$ cat src/common/eq_config.svh
`ifndef EQ_CONFIG_SVH
`define EQ_CONFIG_SVH

// Sample and coefficient widths
`define EQ_DATA_WIDTH       16
`define EQ_COE_WIDTH        16

// Extra fraction bits kept in the training counters
`define EQ_COE_EXT          8

`define EQ_TAP_NUM          9

// Input samples between sign capture and the tap history
`define EQ_SIGN_DELAY       7

`define EQ_PERIOD_WIDTH     10
`define EQ_PERIOD_DEFAULT   4

`endif

$ cat src/common/eq_pkg.sv
`include "eq_config.svh"

package eq_pkg;

    typedef logic signed [`EQ_DATA_WIDTH-1:0]                  sample_t;
    typedef logic signed [`EQ_COE_WIDTH-1:0]                   coe_t;
    typedef logic signed [`EQ_COE_WIDTH+`EQ_COE_EXT-1:0]       coe_full_t;
    typedef logic signed [`EQ_DATA_WIDTH+`EQ_COE_WIDTH+3:0]    acc_t;
    typedef logic        [`EQ_PERIOD_WIDTH-1:0]                period_t;
    typedef logic        [`EQ_TAP_NUM-1:0]                     tap_bits_t;
    typedef coe_t        [`EQ_TAP_NUM-1:0]                     coe_vec_t;

    // Unity gain of the centre tap, just under 0.25 of full scale
    localparam coe_full_t COE_ONE =
        coe_full_t'((1 << (`EQ_COE_WIDTH + `EQ_COE_EXT - 3)) - 1);

    // Same value with the fraction bits dropped
    localparam coe_t COE_ONE_RND = coe_t'(COE_ONE >>> `EQ_COE_EXT);

endpackage

$ cat src/logic/eq_control.sv
`timescale 1ns/1ps
`include "eq_config.svh"

module eq_control (
    input  logic              clk,
    input  logic              sreset_eq,
    input  logic              i_preset,
    input  logic              i_teach_en,
    input  eq_pkg::period_t   i_norm_period,
    input  logic              i_sym_vld,
    output logic              o_preset,
    output logic              o_train,
    output logic              o_leak
);

    logic              preset_reg;
    logic              teach_reg;
    eq_pkg::period_t   period_reg;
    eq_pkg::period_t   period_cnt;
    logic              period_hit;

    // Control pipe registers
    always_ff @(posedge clk) begin
        if (sreset_eq) begin
            preset_reg <= 1'b1;
            teach_reg  <= 1'b0;
            period_reg <= eq_pkg::period_t'(`EQ_PERIOD_DEFAULT);
        end else begin
            preset_reg <= i_preset;
            teach_reg  <= i_teach_en;
            period_reg <= i_norm_period;
        end
    end

    // End of normalization period, counted in symbols
    assign period_hit = i_sym_vld && (period_cnt == period_reg);

    // Keeps running with teach off
    always_ff @(posedge clk) begin
        if (sreset_eq) begin
            period_cnt <= '0;
        end else if (period_hit) begin
            period_cnt <= '0;
        end else if (i_sym_vld) begin
            period_cnt <= period_cnt + 1'b1;
        end
    end

    assign o_preset = preset_reg;
    assign o_train  = i_sym_vld & teach_reg;

    // Leak step replaces the error step
    assign o_leak   = period_hit & teach_reg;

endmodule

$ cat config.mk
export PLATFORM = sky130hd
export DESIGN_NAME = eq_control
export DESIGN_NICKNAME = d
export VERILOG_FILES = /design/src/common/eq_pkg.sv /design/src/logic/eq_control.sv
export VERILOG_INCLUDE_DIRS = /design/src /design/src/common
export SDC_FILE = /design/constraint.sdc
export NUM_CORES = 1
export LEC_CHECK = 0
export BUFFER_PORTS_ARGS = -buffer_cell sky130_fd_sc_hd__buf_2
export CORE_ASPECT_RATIO = 0.75
export CORE_MARGIN = 5
export CORE_UTILIZATION = 46
export DETAILED_ROUTE_END_ITERATION = 10
export PLACE_DENSITY = 0.68
export SYNTH_ARGS = -nofsm -noshare
export SYNTH_HDL_FRONTEND = slang
export SYNTH_SLANG_ARGS = --single-unit
$ cat constraint.sdc
create_clock -name clk -period 4.04 [get_ports clk]
set_input_delay 0.202 -clock clk [delete_from_list [all_inputs] [get_ports clk]]
set_output_delay 0.202 -clock clk [all_outputs]
set_load 0.1 [all_outputs]
Word level (Yosys, flattened, before mapping) --
Index checks and enable logic that the tools add are counted.
Storage, ports and cells: register bits after elaboration 22, word-level logic and storage cells 10, output and inout bits 3, input port bits 15
Operators by class: reduce and logical (&&, ||, !) cells 2, eq/ne operators 1, $add $sub $neg 1, bitwise gates (word level) 2
Operator list (count):
- 10-bit by 1-bit adder with 10-bit output, second input constant | 1
- 10-bit == test | 1
- 1-bit bitwise AND | 2
- 2-bit OR reduction | 1
- 1-bit logical AND | 1

Longest topological paths before layout --
Gate-level depths: netlist (run 1).
word-level depth 3, mapped depth 5, mapped depth without buffers 5

Least setup slack after synthesis (run 1) --
Ideal clock, no wire load.
path type reg-to-output, start reg period_cnt[3], end out o_leak, required time 3.838 ns, cell stages (with the launch flop) 5, arrival time 3.603 ns, slack 0.235 ns, buffers on the path 1, cells stage by stage dfxtp_1 buf_6 xnor2_2 nand3_2 nor4_1
Between the ends: longest elaborated chain between the ends 3
RTL lines:
- from (decl) | RTL line eq_control.sv:19 | eq_pkg::period_t period_cnt;
- from (signal assigned) | RTL line eq_control.sv:45 | period_cnt <= period_cnt + 1'b1;
- 10-bit == test | RTL line eq_control.sv:36 | assign period_hit = i_sym_vld && (period_cnt == period_reg);
- 1-bit logical AND | RTL line eq_control.sv:36
- 1-bit bitwise AND | RTL line eq_control.sv:53 | assign o_leak = period_hit & teach_reg;
- to (decl) | RTL line eq_control.sv:13 | output logic o_leak
No other way between the ends.

Worst setup path in the final report (run 1) --
start reg period_cnt[2], end out o_leak
The elaborated chain is that of the path after synthesis.

==> flow_summary.yaml, run 1 <==
synth:
  avgSynthCellArea_um2: 10.2
  yosysTopAreaCell: "dfxtp_1"
  synth_xor_area_frac: 0.190
  synth_top_family_by_area: "simple AND/OR/NAND/NOR gates"
  ys_warn_count: 0
  synth_compound_area_frac: 0.0232
  ys_ff_latch: 22
  post_synth_main_area_contributors: "dfxtp_1 (48%), xnor2_1 (13%), nor2b_1 (6.8%)"
  synth_most_common_cell: "dfxtp_1"
  synth_top_flop_cell: "dfxtp_1"
  yosys-top-cells-count: "dfxtp_1 (22), xnor2_1 (14), nor2_1 (12)"
  synth_async_sr_flop_share: 0
  synth_fa_ha_area_frac: 0.0136
  synth_cells: 90
  synth.mux.area_fraction: 0.0109
  yosysUniqueCellTypes: 24
  synth-simple-area-share: 0.241
  yosysSeqAreaShare: 0.480
  synth_enable_flop_cells: 0
  synth_top_area_frac: 0.480
  syn_area_um2: 917
  synth_fp_nets: 106
die:
  io_pins: 18
  num_rows: 14
  coreArea_um2: 1940
  die_area_um2: 3000
  die_w_um: 61.6
  initial_core_util: 0.472
  die_h_um: 48.7
timing:
  setup_tns_ns: 0
  worstMarginPinSlew_ns: 0.488
  setup_ws_ns: 2.00
  maxSlewViolCount: 0
  rsz0062_at_grt: "no"
  fin_crit_sh: 0.506
  setup_viol: 0
  period_minus_slack_ns: 2.04
  skew_ns: 0.00903
  maxSlewHeadroom: 0.677
  report.final.hold_viol_count: 0
  fmax_mhz: 489
pwr:
  p_int_mw: 0.299
  ir_worst_vdd_mv: 0.294
  p_leak_nw: 0.412
  p_clk_frac: 0.299
  power_density_nw_per_um2: 369
  p_sw_mw: 0.0877
  p_sw_frac: 0.227
  pwr-share-seq: 0.599
  p_comb_frac: 0.102
detailed_routing:
  routedWlPerCell_um: 10.7
  drc: 0
  first_pass_iters: 4
  drt-initial-drc-count: 12
  routed-via-count: 596
  wirelength_um: 1410
  ant_nets: 0
  viasPerCell: 4.52
final_layout:
  num_antenna_cells: 0
  fin_nets: 125
  regArea_um2: 440
  drive_above_1_share: 0.269
  multiInputGateArea_um2: 439
  fillCellCount: 177
  syn_to_final_growth_pct: 14.1
clocking:
  cts_buffer_depth: 2
  cts_root_buf: "clkbuf_4"
  htreeDepth: 1
  clkLatencyLatePin_ns: 0.30
  clk_pin_slew_ns: 0.12
  ctsHoldBuffers: 0
  clkSinkCount: 22
  cts_tree: "yes"
  post_cts_buffers: 0
  cts_resized: 0
  numCtsBuffers: 3
critical_path:
  path_class: "reg -> out"
  crit_arrival_ns: 1.84
  startpoint_type: "flop"
  cp_max_fo: 5
  end_kind: "primary output"
  worstPathRequired_ns: 3.84
  r2r_cells: 4
min_path:
  hold_path.class: "in -> reg"
  whs_path_depth: 2
placed_design:
  dp_hpwl_um: 1130
  place_ws_ns: 2.34
  io_buffers: 17
  globalplace.congestion: 0.818
global_routing:
  grt_max_degree: 14
  track_usage: 0.112
  antenna_found_initial: 0
  grt_overflow_total: 0
  grt_pass1_wl_um: 2490
  grt_pass1_vias: 575
outcome:
  status: "completed"
run:
  cap_violations: 0
## metrics by stage
step | cells | power [mW] | hold WS [ns] | util | instance area, um2
2_1_floorplan | 90 | 0.266 | 0.274 | - | 917
5_1_grt | 132 | 0.407 | 0.0618 | 0.538 | 1050
3_3_place_gp | 128 | 0.276 | 0.387 | 0.519 | 1010
4_1_cts | 132 | 0.392 | 0.0734 | 0.538 | 1050
6_report | 132 | 0.386 | 0.0835 | 0.538 | 1050
3_5_place_dp | 128 | 0.276 | 0.389 | 0.519 | 1010
## power groups by stage
stage / Combinational [mW] / Sequential, mW / Clock (mW)
floorplan: 0.0264 / 0.239 / 0
detailed placement: 0.0400 / 0.236 / 0
global placement: 0.0396 / 0.237 / 0
CTS: 0.0400 / 0.231 / 0.120
finish: 0.0395 / 0.231 / 0.115
global route: 0.0441 / 0.233 / 0.131
## cell families (layout without fill, tap and decap cells)
group           Yosys count  count (layout)
buf+inv                   7              25
mux                       1               1
simple gates             39              39
fa+ha+maj                 1               1
flops                    22              22
xor+xnor                 19              19
compound gates            1               1
## routing by layer
metal	wire length [um]	vias to the layer above	global-route usage
li1	-	321	-
met1	730	254	0.153
met2	538	19	0.146
met3	132	2	0.0718
met4	12	0	0.0212
met5	0	-	0
## final cells by class
class	count	area share
Multi-Input combinational cell	61	0.420
Sequential cell	22	0.421
Tap cell	24	0.0287
Inverter	4	0.0144
Timing Repair Buffer	17	0.0813
Clock buffer	4	0.0347
## worst max-delay path, stage by stage, from the launching register on
cell	delay, ns
dfxtp_1	0.46
xnor2_1	0.15
nand4_1	0.18
nor4_1	0.28
buf_2	0.48
## layout by cell type, fill, tap and decap left out
cell / synthesis / layout
nor2_1: 12 / 12
nor3_1: 1 / 1
mux2i_1: 1 / 1
and2_1: 1 / 1
dfxtp_1: 22 / 22
nor4_2: 1 / 1
xnor2_1: 14 / 14
nand2_1: 3 / 3
nor4_1: 1 / 1
nand3_1: 1 / 1
xnor2_2: 1 / 1
and3_2: 1 / 1
xor2_1: 4 / 4
nand3_2: 1 / 1
or2_2: 2 / 2
nor2b_1: 10 / 10
clkbuf_4: 0 / 3
clkbuf_8: 0 / 1
nand4_1: 4 / 4
nand4_2: 1 / 1
o31ai_4: 1 / 1
buf_2: 0 / 17
inv_1: 4 / 4
ha_1: 1 / 1
## final timing paths
| path | slack [ns] | to | from |
|---|---|---|---|
| worst min-delay path | 0.08 | o_preset | i_preset |
| worst min register to register | 0.55 | period_cnt[9] | period_cnt[9] |
| worst max-delay path | 2.00 | o_leak | period_cnt[2] |
| worst max register to register | 2.55 | period_cnt[4] | period_cnt[2] |
No activity file was read; power rests on OpenSTA's default activity.
==> inputs of run 2 (changes only) <==
==> constraint.sdc (replaced) <==
create_clock -name clk -period 1.94 [get_ports clk]
set_input_delay 0.097 -clock clk [delete_from_list [all_inputs] [get_ports clk]]
set_output_delay 0.097 -clock clk [all_outputs]
set_load 0.1 [all_outputs]
==> flow_summary.yaml, run 2 (synthesized netlist as in run 1, its figures left out) <==
critical_path:
  crit_arrival_ns: 1.67
  path_cells: "xnor2_1 > nand4_1 > nor4_4 > buf_6"
  cp_max_fo: 4
  crit_slowest_cell: "dfxtp_1"
  worstPathRequired_ns: 1.84
  path_class: "reg -> out"
  startpoint_type: "flop"
  slowest_delay_ns: 0.44
  end_kind: "primary output"
detailed_routing:
  drc: 0
  drt-initial-drc-count: 1
  first_pass_iters: 2
  routed-via-count: 642
  ant_nets: 0
  viasPerCell: 4.55
  wirelength_um: 1580
  routedWlPerCell_um: 11.2
pwr:
  power_density_nw_per_um2: 711
  ir_worst_vdd_mv: 0.588
  p_leak_nw: 0.455
final_layout:
  multiInputGateArea_um2: 454
  final-instance-count-excl-fill: 141
  layout_common_cells: "dfxtp_1 (21), buf_2 (16), xnor2_1 (14)"
  drive_above_1_share: 0.265
  fin_nets: 134
  fillCellCount: 171
  post-route-util: 0.596
  layout_commonest_cell: "dfxtp_1"
  syn_to_final_growth_pct: 26.3
  num_antenna_cells: 0
  regArea_um2: 442
die:
  initial_core_util: 0.472
  die_w_um: 61.6
  die_area_um2: 3000
  io_pins: 18
  coreArea_um2: 1940
  num_rows: 14
  die_h_um: 48.7
global_routing:
  grt_pass1_wl_um: 2810
  grt_max_degree: 14
  grt_pass1_vias: 652
  track_usage: 0.125
  antenna_found_initial: 0
  grt_overflow_total: 0
timing:
  setup_viol: 0
  hold_ws_ns: 0.00533
  setup_tns_ns: 0
  report.final.hold_viol_count: 0
  maxSlewHeadroom: 0.677
  fmax_mhz: 565
  period_minus_slack_ns: 1.77
  rsz0062_at_grt: "no"
  worstMarginPinSlew_ns: 0.487
  setup_ws_ns: 0.169
  skew_ns: 0.0105
  fin_crit_sh: 0.913
  maxSlewViolCount: 0
clocking:
  clkSinkCount: 22
  numCtsBuffers: 3
  cts_root_buf: "clkbuf_4"
  clk_pin_slew_ns: 0.12
  cts_tree: "yes"
  cts_buffer_depth: 2
  post_cts_buffers: 0
  clkLatencyLatePin_ns: 0.30
  htreeDepth: 1
min_path:
  hold_path.class: "in -> reg"
outcome:
  status: "completed"
placed_design:
  globalplace.congestion: 0.678
  place_ws_ns: 0.297
  dp_cells: 128
  dp_hpwl_um: 1130
  io_buffers: 17
run:
  cap_violations: 0
## run 2: cell types whose count changed in the layout (fill, tap and decap cells not counted), sizes merged
cell,previous run,this run
dlygate4sd3,0,9
## run 2: critical path, delay by kind of cell, from the launching register on
| kind | cells | cell delay [ns] |
|---|---|---|
| simple gates | 2 | 0.53 |
| flops | 1 | 0.44 |
| buf+inv | 1 | 0.26 |
| xor+xnor | 1 | 0.14 |
## run 2: where the power goes
part	switching [mW]	total, mW	internal (mW)
sequential	0.0127	0.482	0.470
clock	0.127	0.242	0.114
combinational	0.0495	0.0997	0.0502
total	0.190	0.824	0.634
## run 2: metal layers
layer	global-route usage	up-vias	routed length, um
met5	0	-	0
met4	0.0318	0	13
met3	0.0612	2	95
met2	0.186	13	761
met1	0.160	287	712
li1	-	340	-
## run 2: worst paths after layout
path / cells past startpoint / slack [ns] / endpoint / startpoint
worst max-delay path: 4 / 0.17 / o_leak / period_cnt[0]
worst max register to register: 4 / 0.40 / period_cnt[3] / period_cnt[0]
worst min register to register: 2 / 0.57 / period_cnt[9] / period_cnt[9]
worst min-delay path: 2 / 0.005 / teach_reg / i_teach_en
## run 2: timing repair
item / in CTS / in global routing
setup endpoints to repair: 1 / 1
resized for setup: 1 / 2
hold buffers: 8 / 1
endpoints found under the hold margin: 8 / 1
## run 2: metrics by stage
stage / cell area [um2] / power (mW)
after global placement: 1020 / 0.576
after CTS: 1140 / 0.830
final: 1160 / 0.824
after floorplan: 932 / 0.556
after detailed placement: 1020 / 0.578
after global routing: 1160 / 0.866
## run 2: final cells by class
type                       count  area share
sequential                    22       0.381
tap                           24      0.0259
multi-input combinational     61       0.392
timing repair buffer          26       0.157
inverter                       4      0.0130
clock buffer                   4      0.0313
