--- config.mk ---
export PLATFORM = sky130hd
export DESIGN_NAME = sign_error_gen
export DESIGN_NICKNAME = d
export VERILOG_FILES = /design/src/common/eq_pkg.sv /design/src/logic/sign_error_gen.sv
export VERILOG_INCLUDE_DIRS = /design/src /design/src/common
export SDC_FILE = /design/constraint.sdc
export NUM_CORES = 1
export LEC_CHECK = 0
export BUFFER_PORTS_ARGS = -buffer_cell sky130_fd_sc_hd__buf_2
export CAP_MARGIN = 40
export CORE_MARGIN = 2
export CORE_UTILIZATION = 43
export DETAILED_ROUTE_END_ITERATION = 12
export GPL_TIMING_DRIVEN = 0
export PLACE_DENSITY = 0.68
export SLEW_MARGIN = 0
export SYNTH_ARGS = -nofsm -noshare
export SYNTH_HDL_FRONTEND = slang
export SYNTH_SLANG_ARGS = --single-unit
export TNS_END_PERCENT = 1
--- constraint.sdc ---
create_clock -name clk -period 1.5 [get_ports clk]
set_clock_uncertainty 0.1 [all_clocks]
set_input_delay 0.15 -clock clk [delete_from_list [all_inputs] [get_ports clk]]
set_output_delay 0.15 -clock clk [all_outputs]
set_load 0.03 [all_outputs]
--- src/common/eq_config.svh ---
`ifndef EQ_CONFIG_SVH
`define EQ_CONFIG_SVH

// Sample and coefficient widths
`define EQ_DATA_WIDTH       16
`define EQ_COE_WIDTH        16

// Extra fraction bits kept in the training counters
`define EQ_COE_EXT          8

`define EQ_TAP_NUM          9

// Input samples between sign capture and the tap history
`define EQ_SIGN_DELAY       7

`define EQ_PERIOD_WIDTH     10
`define EQ_PERIOD_DEFAULT   4

`endif

--- src/common/eq_pkg.sv ---
`include "eq_config.svh"

package eq_pkg;

    typedef logic signed [`EQ_DATA_WIDTH-1:0]                  sample_t;
    typedef logic signed [`EQ_COE_WIDTH-1:0]                   coe_t;
    typedef logic signed [`EQ_COE_WIDTH+`EQ_COE_EXT-1:0]       coe_full_t;
    typedef logic signed [`EQ_DATA_WIDTH+`EQ_COE_WIDTH+3:0]    acc_t;
    typedef logic        [`EQ_PERIOD_WIDTH-1:0]                period_t;
    typedef logic        [`EQ_TAP_NUM-1:0]                     tap_bits_t;
    typedef coe_t        [`EQ_TAP_NUM-1:0]                     coe_vec_t;

    // Unity gain of the centre tap, just under 0.25 of full scale
    localparam coe_full_t COE_ONE =
        coe_full_t'((1 << (`EQ_COE_WIDTH + `EQ_COE_EXT - 3)) - 1);

    // Same value with the fraction bits dropped
    localparam coe_t COE_ONE_RND = coe_t'(COE_ONE >>> `EQ_COE_EXT);

endpackage

--- src/logic/sign_error_gen.sv ---
`timescale 1ns/1ps
`include "eq_config.svh"

module sign_error_gen (
    input  logic                clk,
    input  logic                sreset_eq,
    input  eq_pkg::sample_t     i_data_i,
    input  eq_pkg::sample_t     i_data_q,
    input  logic                i_vld,
    input  logic                i_sym_vld,
    input  logic                i_err_i,
    input  logic                i_err_q,
    output eq_pkg::tap_bits_t   o_err_i,
    output eq_pkg::tap_bits_t   o_err_q
);

    localparam int DLY = `EQ_SIGN_DELAY;

    logic [DLY-1:0]      sign_dly_i;
    logic [DLY-1:0]      sign_dly_q;
    eq_pkg::tap_bits_t   hist_i;
    eq_pkg::tap_bits_t   hist_q;
    eq_pkg::tap_bits_t   err_i;
    eq_pkg::tap_bits_t   err_q;

    // Align sample signs with the symbol error
    always_ff @(posedge clk) begin
        if (sreset_eq) begin
            sign_dly_i <= '0;
            sign_dly_q <= '0;
        end else if (i_vld) begin
            sign_dly_i <= {sign_dly_i[DLY-2:0], i_data_i[`EQ_DATA_WIDTH-1]};
            sign_dly_q <= {sign_dly_q[DLY-2:0], i_data_q[`EQ_DATA_WIDTH-1]};
        end
    end

    // Tap 0 holds the newest sign
    always_ff @(posedge clk) begin
        if (sreset_eq) begin
            hist_i <= '0;
            hist_q <= '0;
            err_i  <= '0;
            err_q  <= '0;
        end else if (i_sym_vld) begin
            hist_i <= {hist_i[`EQ_TAP_NUM-2:0], sign_dly_i[DLY-1]};
            hist_q <= {hist_q[`EQ_TAP_NUM-2:0], sign_dly_q[DLY-1]};
            // Sign-sign product, uses the history before the shift
            err_i  <= hist_i ^ {`EQ_TAP_NUM{i_err_i}};
            err_q  <= hist_q ^ {`EQ_TAP_NUM{i_err_q}};
        end
    end

    assign o_err_i = err_i;
    assign o_err_q = err_q;

endmodule

# After elaboration in Yosys (flattened, before gate mapping)
# Cells that the tools add are included.
op_classes:
  n_bitwise: 2
ops:
  columns: ["cell", "n"]
  rows:
  - ["$xor A9 B9 Y9", 2]
totals:
  ff_bits: 50
  inputBits: 38
  out_inout_bits: 18
  wordCells: 8

# Logic depth before layout (Yosys ltp)
# Gate-level depths: netlist of the first run.
depth:
  word_depth: 1
  mapped_depth: 4
  ltp_nobuf: 2

# Worst setup path before layout of the first run
# No wires, ideal clock.
synth_path:
  path_type: "register -> register"
  from: "register o_err_q[8] (netlist name)"
  to: "register err_q[8] (netlist: o_err_q[8])"
  setup_time_ns: 0.079
  arrival_ns: 0.751
  t_required_ns: 1.321
  slack_ns: 0.570
  stages_incl_launch_ff: 3
  n_path_buf: 0
  period_less_slack_ns: 0.930
  cell_sequence: "dfxtp_1 nor2_1 a211oi_2"
synth_lines:
  columns: ["element", "line", "source"]
  rows:
  - ["to (signal assigned)", "sign_error_gen.sv:49", "err_q <= hist_q ^ {`EQ_TAP_NUM{i_err_q}};"]
  - ["to (decl)", "sign_error_gen.sv:24", "eq_pkg::tap_bits_t err_q;"]

# Final worst setup path of the first run
layout_path:
  from: "register err_q[4] (netlist: o_err_q[4])"
  to: "output port o_err_q[4]"
layout_lines:
  columns: ["element", "line", "source"]
  rows:
  - ["to (decl)", "sign_error_gen.sv:14", "output eq_pkg::tap_bits_t o_err_q"]
# No word-level cell between the ends.

==> out/qor.csv, run 1 <==
metric,value,unit
ir_drop,0.454,mV
io_buffers,20,
fill_cells,449,
cp_data_required_time,1250,ps
first_pass_iters,4,
numCtsBuffers,5,
cts_max_path_buffers,2,
layout_common_cells,"nor2_1, dfxtp_1, mux2i_1",
layout_setup_ws,409,ps
floorplan.initialDensity,43.9,%
crit_arrival,840,ps
syn_area,0.00204,mm^2
relSlewSlack,70.5,%
overflow,0,
seq_area_frac_synth,49.0,%
synthCells,184,
drt_iter0_markers,48,
pin_count,56,
worstSetupStartpointType,flip-flop,
antenna_found_initial,0,
fin_cells,267,
hold_violations,0,
clock_latency,290,ps
grt_max_degree,14,
fin_nets,251,
gr-usage-all-layers,12.9,%
slowest_stage,dfxtp_1,
grt_pass1_vias,1171,
p_per_area,1050,mW/mm^2
antenna_left,0,
route.detailed.drc,0,
critPathBufInv,1,
hp-class,input port to flip-flop,
cts-root-buf,clkbuf_8,
clkSinkCount,50,
pre_cts_slack,433,ps
drive_gt1_share,26.3,%
num_vias,1280,
dp_hpwl,2170,um
tightestPinTransition,443,ps
antenna_cells,0,
grt_first_pass_wirelength,5300,um
rsz0062_at_grt,no,
yosys.area.top_type_share,49.0,%
ys_top_cells_by_area,"dfxtp_1, mux2i_1, a211oi_2",
htree_levels,2,
maxCapViolations,0,
clkTransAtPathRegs,80,ps
ys_types,12,
cp_max_fo,2,
yosys_warnings,0,
syn_to_final_growth,12.9,%
fin_tns_setup,0,ps
dp_cells,258,
min_period,1090,ps
postCtsHoldBufs,2,
fp.dieH,73.0,um
max_stage_delay,350,ps
cts_setup_buffers,0,
critical_path.cell_chain,buf_2,
via_per_inst,4.79,
ys_seq_elements,50,
timing.hold.ws,75.6,ps
p_leak,0.961,nW
postCtsResizedCells,0,
gp_congestion,0.684,
syn_avg_cell_area,11.1,um^2
yosys.area.top_type,dfxtp_1,
synth_nets,222,
rows,25,
fin_crit_sh,72.7,%
setup_viol,0,
wl_per_cell,12.1,um
slew_violations,0,
p_total,2.43,mW
die_w,73.0,um
status,"finished, final reports clean",
core,0.00466,mm^2
fmax,917,MHz
crit_family,flip-flops,
routed_wl,3240,um
die-area,0.00532,mm^2
crit_path_end_kind,primary output,
crit_type,flip-flop to primary output,
cts_tree,done,
## cell usage after synthesis, drive strengths merged
cell type,n
a211oi,18
buf,15
clkbuf,1
dfxtp,50
mux2i,32
nor2,50
xnor2,18
## sequential cells by signal (all words and copies together), names as in the netlist
name and count:
o_err_i 9, o_err_q 9, hist_i 9, sign_dly_i 7, sign_dly_q 7, hist_q 9
## area by class of cell
cell class                 instances  area, um^2  share of cell area (%)
sequential                        50        1000                    43.4
multi-input combinational        118         891                    38.6
buffer                            16         153                    6.61
timing repair buffer              22         120                    5.20
clock buffer                       7        76.3                    3.31
tap                               54        67.6                    2.93
## worst paths after layout
| path | start | to | slack (ps) | cells past startpoint |
|---|---|---|---|---|
| setup / recovery | o_err_q[4] | o_err_q[4] | 410 | 1 |
| hold / removal | i_vld | sign_dly_q[6] | 80 | 3 |
| setup reg to reg | hist_q[5] | o_err_q[5] | 630 | 2 |
| hold reg to reg | sign_dly_q[0] | sign_dly_q[0] | 400 | 2 |
## where the power goes
part	total [mW]	internal, mW	switching (mW)
clock network	0.722	0.322	0.400
logic	0.326	0.129	0.197
registers	1.38	1.37	0.0178
total	2.43	1.82	0.615
## metrics by stage
step / cell area [um^2] / util [%]
after floorplan: 2040 / -
after global placement: 2210 / 47.5
after detailed placement: 2210 / 47.5
after CTS: 2310 / 49.5
after global routing: 2310 / 49.5
final: 2310 / 49.5
## routing by layer
| layer | vias to the layer above | track usage [%] | routed length [um] |
|---|---|---|---|
| li1 | 667 | - | - |
| met5 | - | 0 | 0 |
| met4 | 0 | 5.56 | 61 |
| met3 | 6 | 3.31 | 109 |
| met2 | 20 | 19.3 | 1340 |
| met1 | 587 | 17.6 | 1730 |
## logic make-up after synthesis
group	share of synthesized area, %
flops	49.0
simple gates	9.18
compound gates	11.0
mux	15.7
xor+xnor	7.71
buf+inv	7.47
(Power assumes the default switching activity.)
==> inputs of run 2 (changes only) <==
Settings changed: PLACE_DENSITY 0.68 to 0.7.
Clock period 1.5 ns to 1 ns, I/O delays scaled along.
==> run 2 against run 1 <==
Cell count grew 0.37%. Routed wire length grew 3.9%. Worst setup slack lost 400 ps. Power grew 66%. Largest cell class unchanged.
==> out/qor.csv, run 2 (same netlist as run 1, synthesis figures left out) <==
metric,value,unit
tightestPinTransition,449,ps
layout_setup_ws,10.7,ps
p_per_area,1630,mW/mm^2
grt_max_degree,16,
final_common_cell,nor2_1,
drt_iter0_markers,71,
timing.rr.end,o_err_i[3],
num_vias,1303,
clkTransAtPathRegs,90,ps
fp.dieH,73.0,um
route.detailed.drc,0,
grt_first_pass_wirelength,6000,um
cp_max_fo,2,
hold_violations,0,
gr-usage-all-layers,14.8,%
core,0.00466,mm^2
gp_congestion,0.670,
syn_to_final_growth,21.1,%
antenna_found_initial,0,
first_pass_iters,4,
layout_common_cells,"nor2_1, mux2i_1, dfxtp_1",
cp-endpoint,o_err_q[6],
r2r_setup_slack,130,ps
drive_gt1_share,36.0,%
cp_data_required_time,800,ps
worstSetupStartpointType,flip-flop,
placed_area,0.00221,mm^2
cts-root-buf,clkbuf_8,
crit_arrival,790,ps
utilization,53.1,%
register_area,0.00102,mm^2
floorplan.initialDensity,43.9,%
relSlewSlack,70.0,%
antenna_cells,0,
pre_cts_slack,10.7,ps
grt_pass1_vias,1279,
antenna_left,0,
rows,25,
die-area,0.00532,mm^2
maxCapViolations,0,
status,"finished, final reports clean",
pin_count,56,
cts_tree,done,
multi_input_area,891,um^2
ir_drop,0.809,mV
via_per_inst,4.86,
max_stage_delay,360,ps
fin_nets,251,
dp_hpwl,2260,um
numCtsBuffers,5,
htree_levels,2,
fill_cells,415,
io_buffers,20,
crit_path_end_kind,primary output,
rsz0062_at_grt,yes,
cp.depth,1,
p_total,4.03,mW
clock_latency,300,ps
fin_crit_sh,98.9,%
p_leak,1.01,nW
timing.rr.start,hist_i[3],
fin_tns_setup,0,ps
routed_wl,3360,um
critical_path.cell_chain,buf_6,
setup_viol,0,
crit_family,flip-flops,
crit_type,flip-flop to primary output,
die_w,73.0,um
hp-class,input port to flip-flop,
wl_per_cell,12.5,um
critPathBufInv,1,
stdcell_area,0.00248,mm^2
clkSinkCount,50,
fmax,1010,MHz
slowest_stage,dfxtp_2,
startpoint,o_err_q[6],
ff2ff_path_depth,2,
min_period,989,ps
slew_violations,0,
cts_max_path_buffers,2,
overflow,0,
-- run 2: area by class of cell --
| class | instances | area share (%) |
|---|---|---|
| sequential | 50 | 41.3 |
| multi-input combinational | 118 | 36.0 |
| timing repair buffer | 22 | 9.40 |
| buffer | 16 | 6.16 |
| clock buffer | 5 | 2.78 |
| tap | 54 | 2.73 |
| clock inverter | 3 | 1.62 |
-- run 2: per-layer routing --
| layer | global-route usage (%) | vias to the layer above | share of wire [%] |
|---|---|---|---|
| met5 | 0 | - | 0 |
| met4 | 8.02 | 0 | 2.5 |
| met3 | 3.31 | 8 | 2.7 |
| met2 | 22.3 | 20 | 46 |
| met1 | 19.6 | 609 | 49 |
| li1 | - | 666 | - |
-- run 2: stage by stage --
step                hold slack (ps)  cells
finish                         6.52    268
global route                   18.2    268
CTS                            3.10    268
detailed placement              249    258
global placement                241    258
floorplan                       147    184
-- run 2: power by group --
| part | switching, mW | internal, mW | total, mW |
|---|---|---|---|
| clock network | 0.650 | 0.736 | 1.39 |
| registers | 0.0396 | 2.06 | 2.10 |
| logic | 0.297 | 0.251 | 0.548 |
-- run 2: worst min path at each step --
stage / from / endpoint / slack (ps) / cells past startpoint
2_1_floorplan: i_data_i[15] / sign_dly_i[0] / 150 / 2
3_3_place_gp: i_data_i[15] / sign_dly_i[0] / 240 / 3
3_5_place_dp: i_data_i[15] / sign_dly_i[0] / 250 / 3
4_1_cts: i_vld / sign_dly_q[6] / 3 / 3
5_1_grt: i_vld / sign_dly_i[5] / 20 / 3
6_report: i_vld / sign_dly_q[6] / 7 / 3
-- run 2: timing repair --
action                                  4_1_cts  5_1_grt
endpoints found under the setup margin       18       14
hold endpoints to repair                      2        0
gates resized for setup                      49        5
hold buffers                                  2        0
buffers inserted                              0        0
==> inputs of run 3 (changes only) <==
Settings changed: CORE_UTILIZATION 43 to 46, PLACE_DENSITY 0.7 to 0.74.
==> run 3 against run 2 <==
Critical path depth unchanged. Register-to-register slack got worse by 30 ps. First-iteration DRC count decreased by 35%. Flip-flop and latch count unchanged. Cell count decreased by 0.37%. Largest cell class unchanged.
==> out/qor.csv, run 3 (same netlist as run 1, synthesis figures left out) <==
metric,value,unit
clkSinkCount,50,
num_vias,1305,
final_common_cell,nor2_1,
cp_max_fo,2,
drive_gt1_share,35.3,%
clkTransAtPathRegs,80,ps
syn_to_final_growth,20.5,%
overflow,0,
htree_levels,2,
fp.dieH,70.7,um
fin_crit_sh,99.0,%
grt_first_pass_wirelength,5920,um
grt_pass1_vias,1240,
rsz0062_at_grt,yes,
cts_max_path_buffers,2,
die_w,70.7,um
routed_wl,3390,um
rows,24,
min_period,990,ps
p_leak,1.00,nW
cp_data_required_time,800,ps
die-area,0.00499,mm^2
setup_viol,0,
wl_per_cell,12.7,um
gr-usage-all-layers,15.1,%
hold_violations,0,
max_stage_delay,350,ps
dp_hpwl,2220,um
p_total,3.76,mW
grt_max_degree,15,
fin_cells,267,
io_buffers,20,
worstSetupStartpointType,flip-flop,
maxCapViolations,0,
tightestPinTransition,417,ps
hp-class,input port to flip-flop,
crit_arrival,790,ps
first_pass_iters,4,
numCtsBuffers,5,
route.detailed.drc,0,
pin_count,56,
fmax,1010,MHz
drt_iter0_markers,46,
gp_congestion,0.676,
slowest_stage,dfxtp_2,
crit_family,flip-flops,
cts_tree,done,
status,"finished, final reports clean",
relSlewSlack,72.2,%
critPathBufInv,1,
dp_cells,256,
antenna_cells,0,
core,0.00432,mm^2
antenna_found_initial,0,
fin_nets,253,
layout_common_cells,"nor2_1, mux2i_1, dfxtp_1",
critical_path.cell_chain,buf_6,
r2r_setup_slack,100,ps
cts-root-buf,clkbuf_8,
crit_type,flip-flop to primary output,
p_per_area,1530,mW/mm^2
ir_drop,0.887,mV
crit_path_end_kind,primary output,
floorplan.initialDensity,47.3,%
slew_violations,0,
via_per_inst,4.89,
clock_latency,310,ps
antenna_left,0,
-- run 3: changes by cell type in the layout (fill, tap and decap cells not counted) --
cell           change
dlygate4sd3_1      +2
bufinv_16          -1
-- run 3: power by group --
part	switching, mW	internal [mW]
combinational	0.298	0.256
sequential	0.0387	2.06
clock	0.640	0.470
-- run 3: worst paths after layout --
check,startpoint,to,cells after the start
max reg2reg,hist_q[5],o_err_q[5],2
max,o_err_i[4],o_err_i[4],1
min,i_vld,sign_dly_i[6],3
min reg2reg,sign_dly_q[0],sign_dly_q[0],2
-- run 3: repair_timing --
| item | in CTS | in global routing |
|---|---|---|
| setup buffers | 0 | 0 |
| hold buffers | 4 | 0 |
| endpoints found under the setup margin | 18 | 11 |
| resized for setup | 52 | 2 |
| endpoints found under the hold margin | 3 | 0 |
| pin swaps | 0 | 0 |
-- run 3: through the flow --
step / utilization (%) / setup WS, ps / hold slack, ps / area (um^2) / TNS [ps]
2_1_floorplan: - / 70.1 / 147 / 2040 / 0
3_3_place_gp: 51.1 / 18.8 / 239 / 2210 / 0
3_5_place_dp: 51.1 / 12.0 / 242 / 2210 / 0
4_1_cts: 56.9 / 1.89 / 12.5 / 2460 / 0
5_1_grt: 57.0 / -17.0 / 20.2 / 2460 / -77.0
6_report: 57.0 / 10.5 / 1.84 / 2460 / 0
-- run 3: layer usage --
metal	vias up	part of all wire [%]	global-route usage (%)
met2	19	45	22.1
met1	605	49	20.7
li1	672	-	-
met5	-	0	0
met3	9	3.8	4.84
met4	0	2.0	6.29
-- run 3: cell type report --
cell class | instances | area [um^2]
Multi-Input combinational cell | 118 | 891
Clock inverter | 2 | 10.0
Sequential cell | 50 | 1020
Fill cell | 387 | 1860
Timing Repair Buffer | 24 | 253
Tap cell | 52 | 65.1
Clock buffer | 5 | 68.8
Buffer | 16 | 153
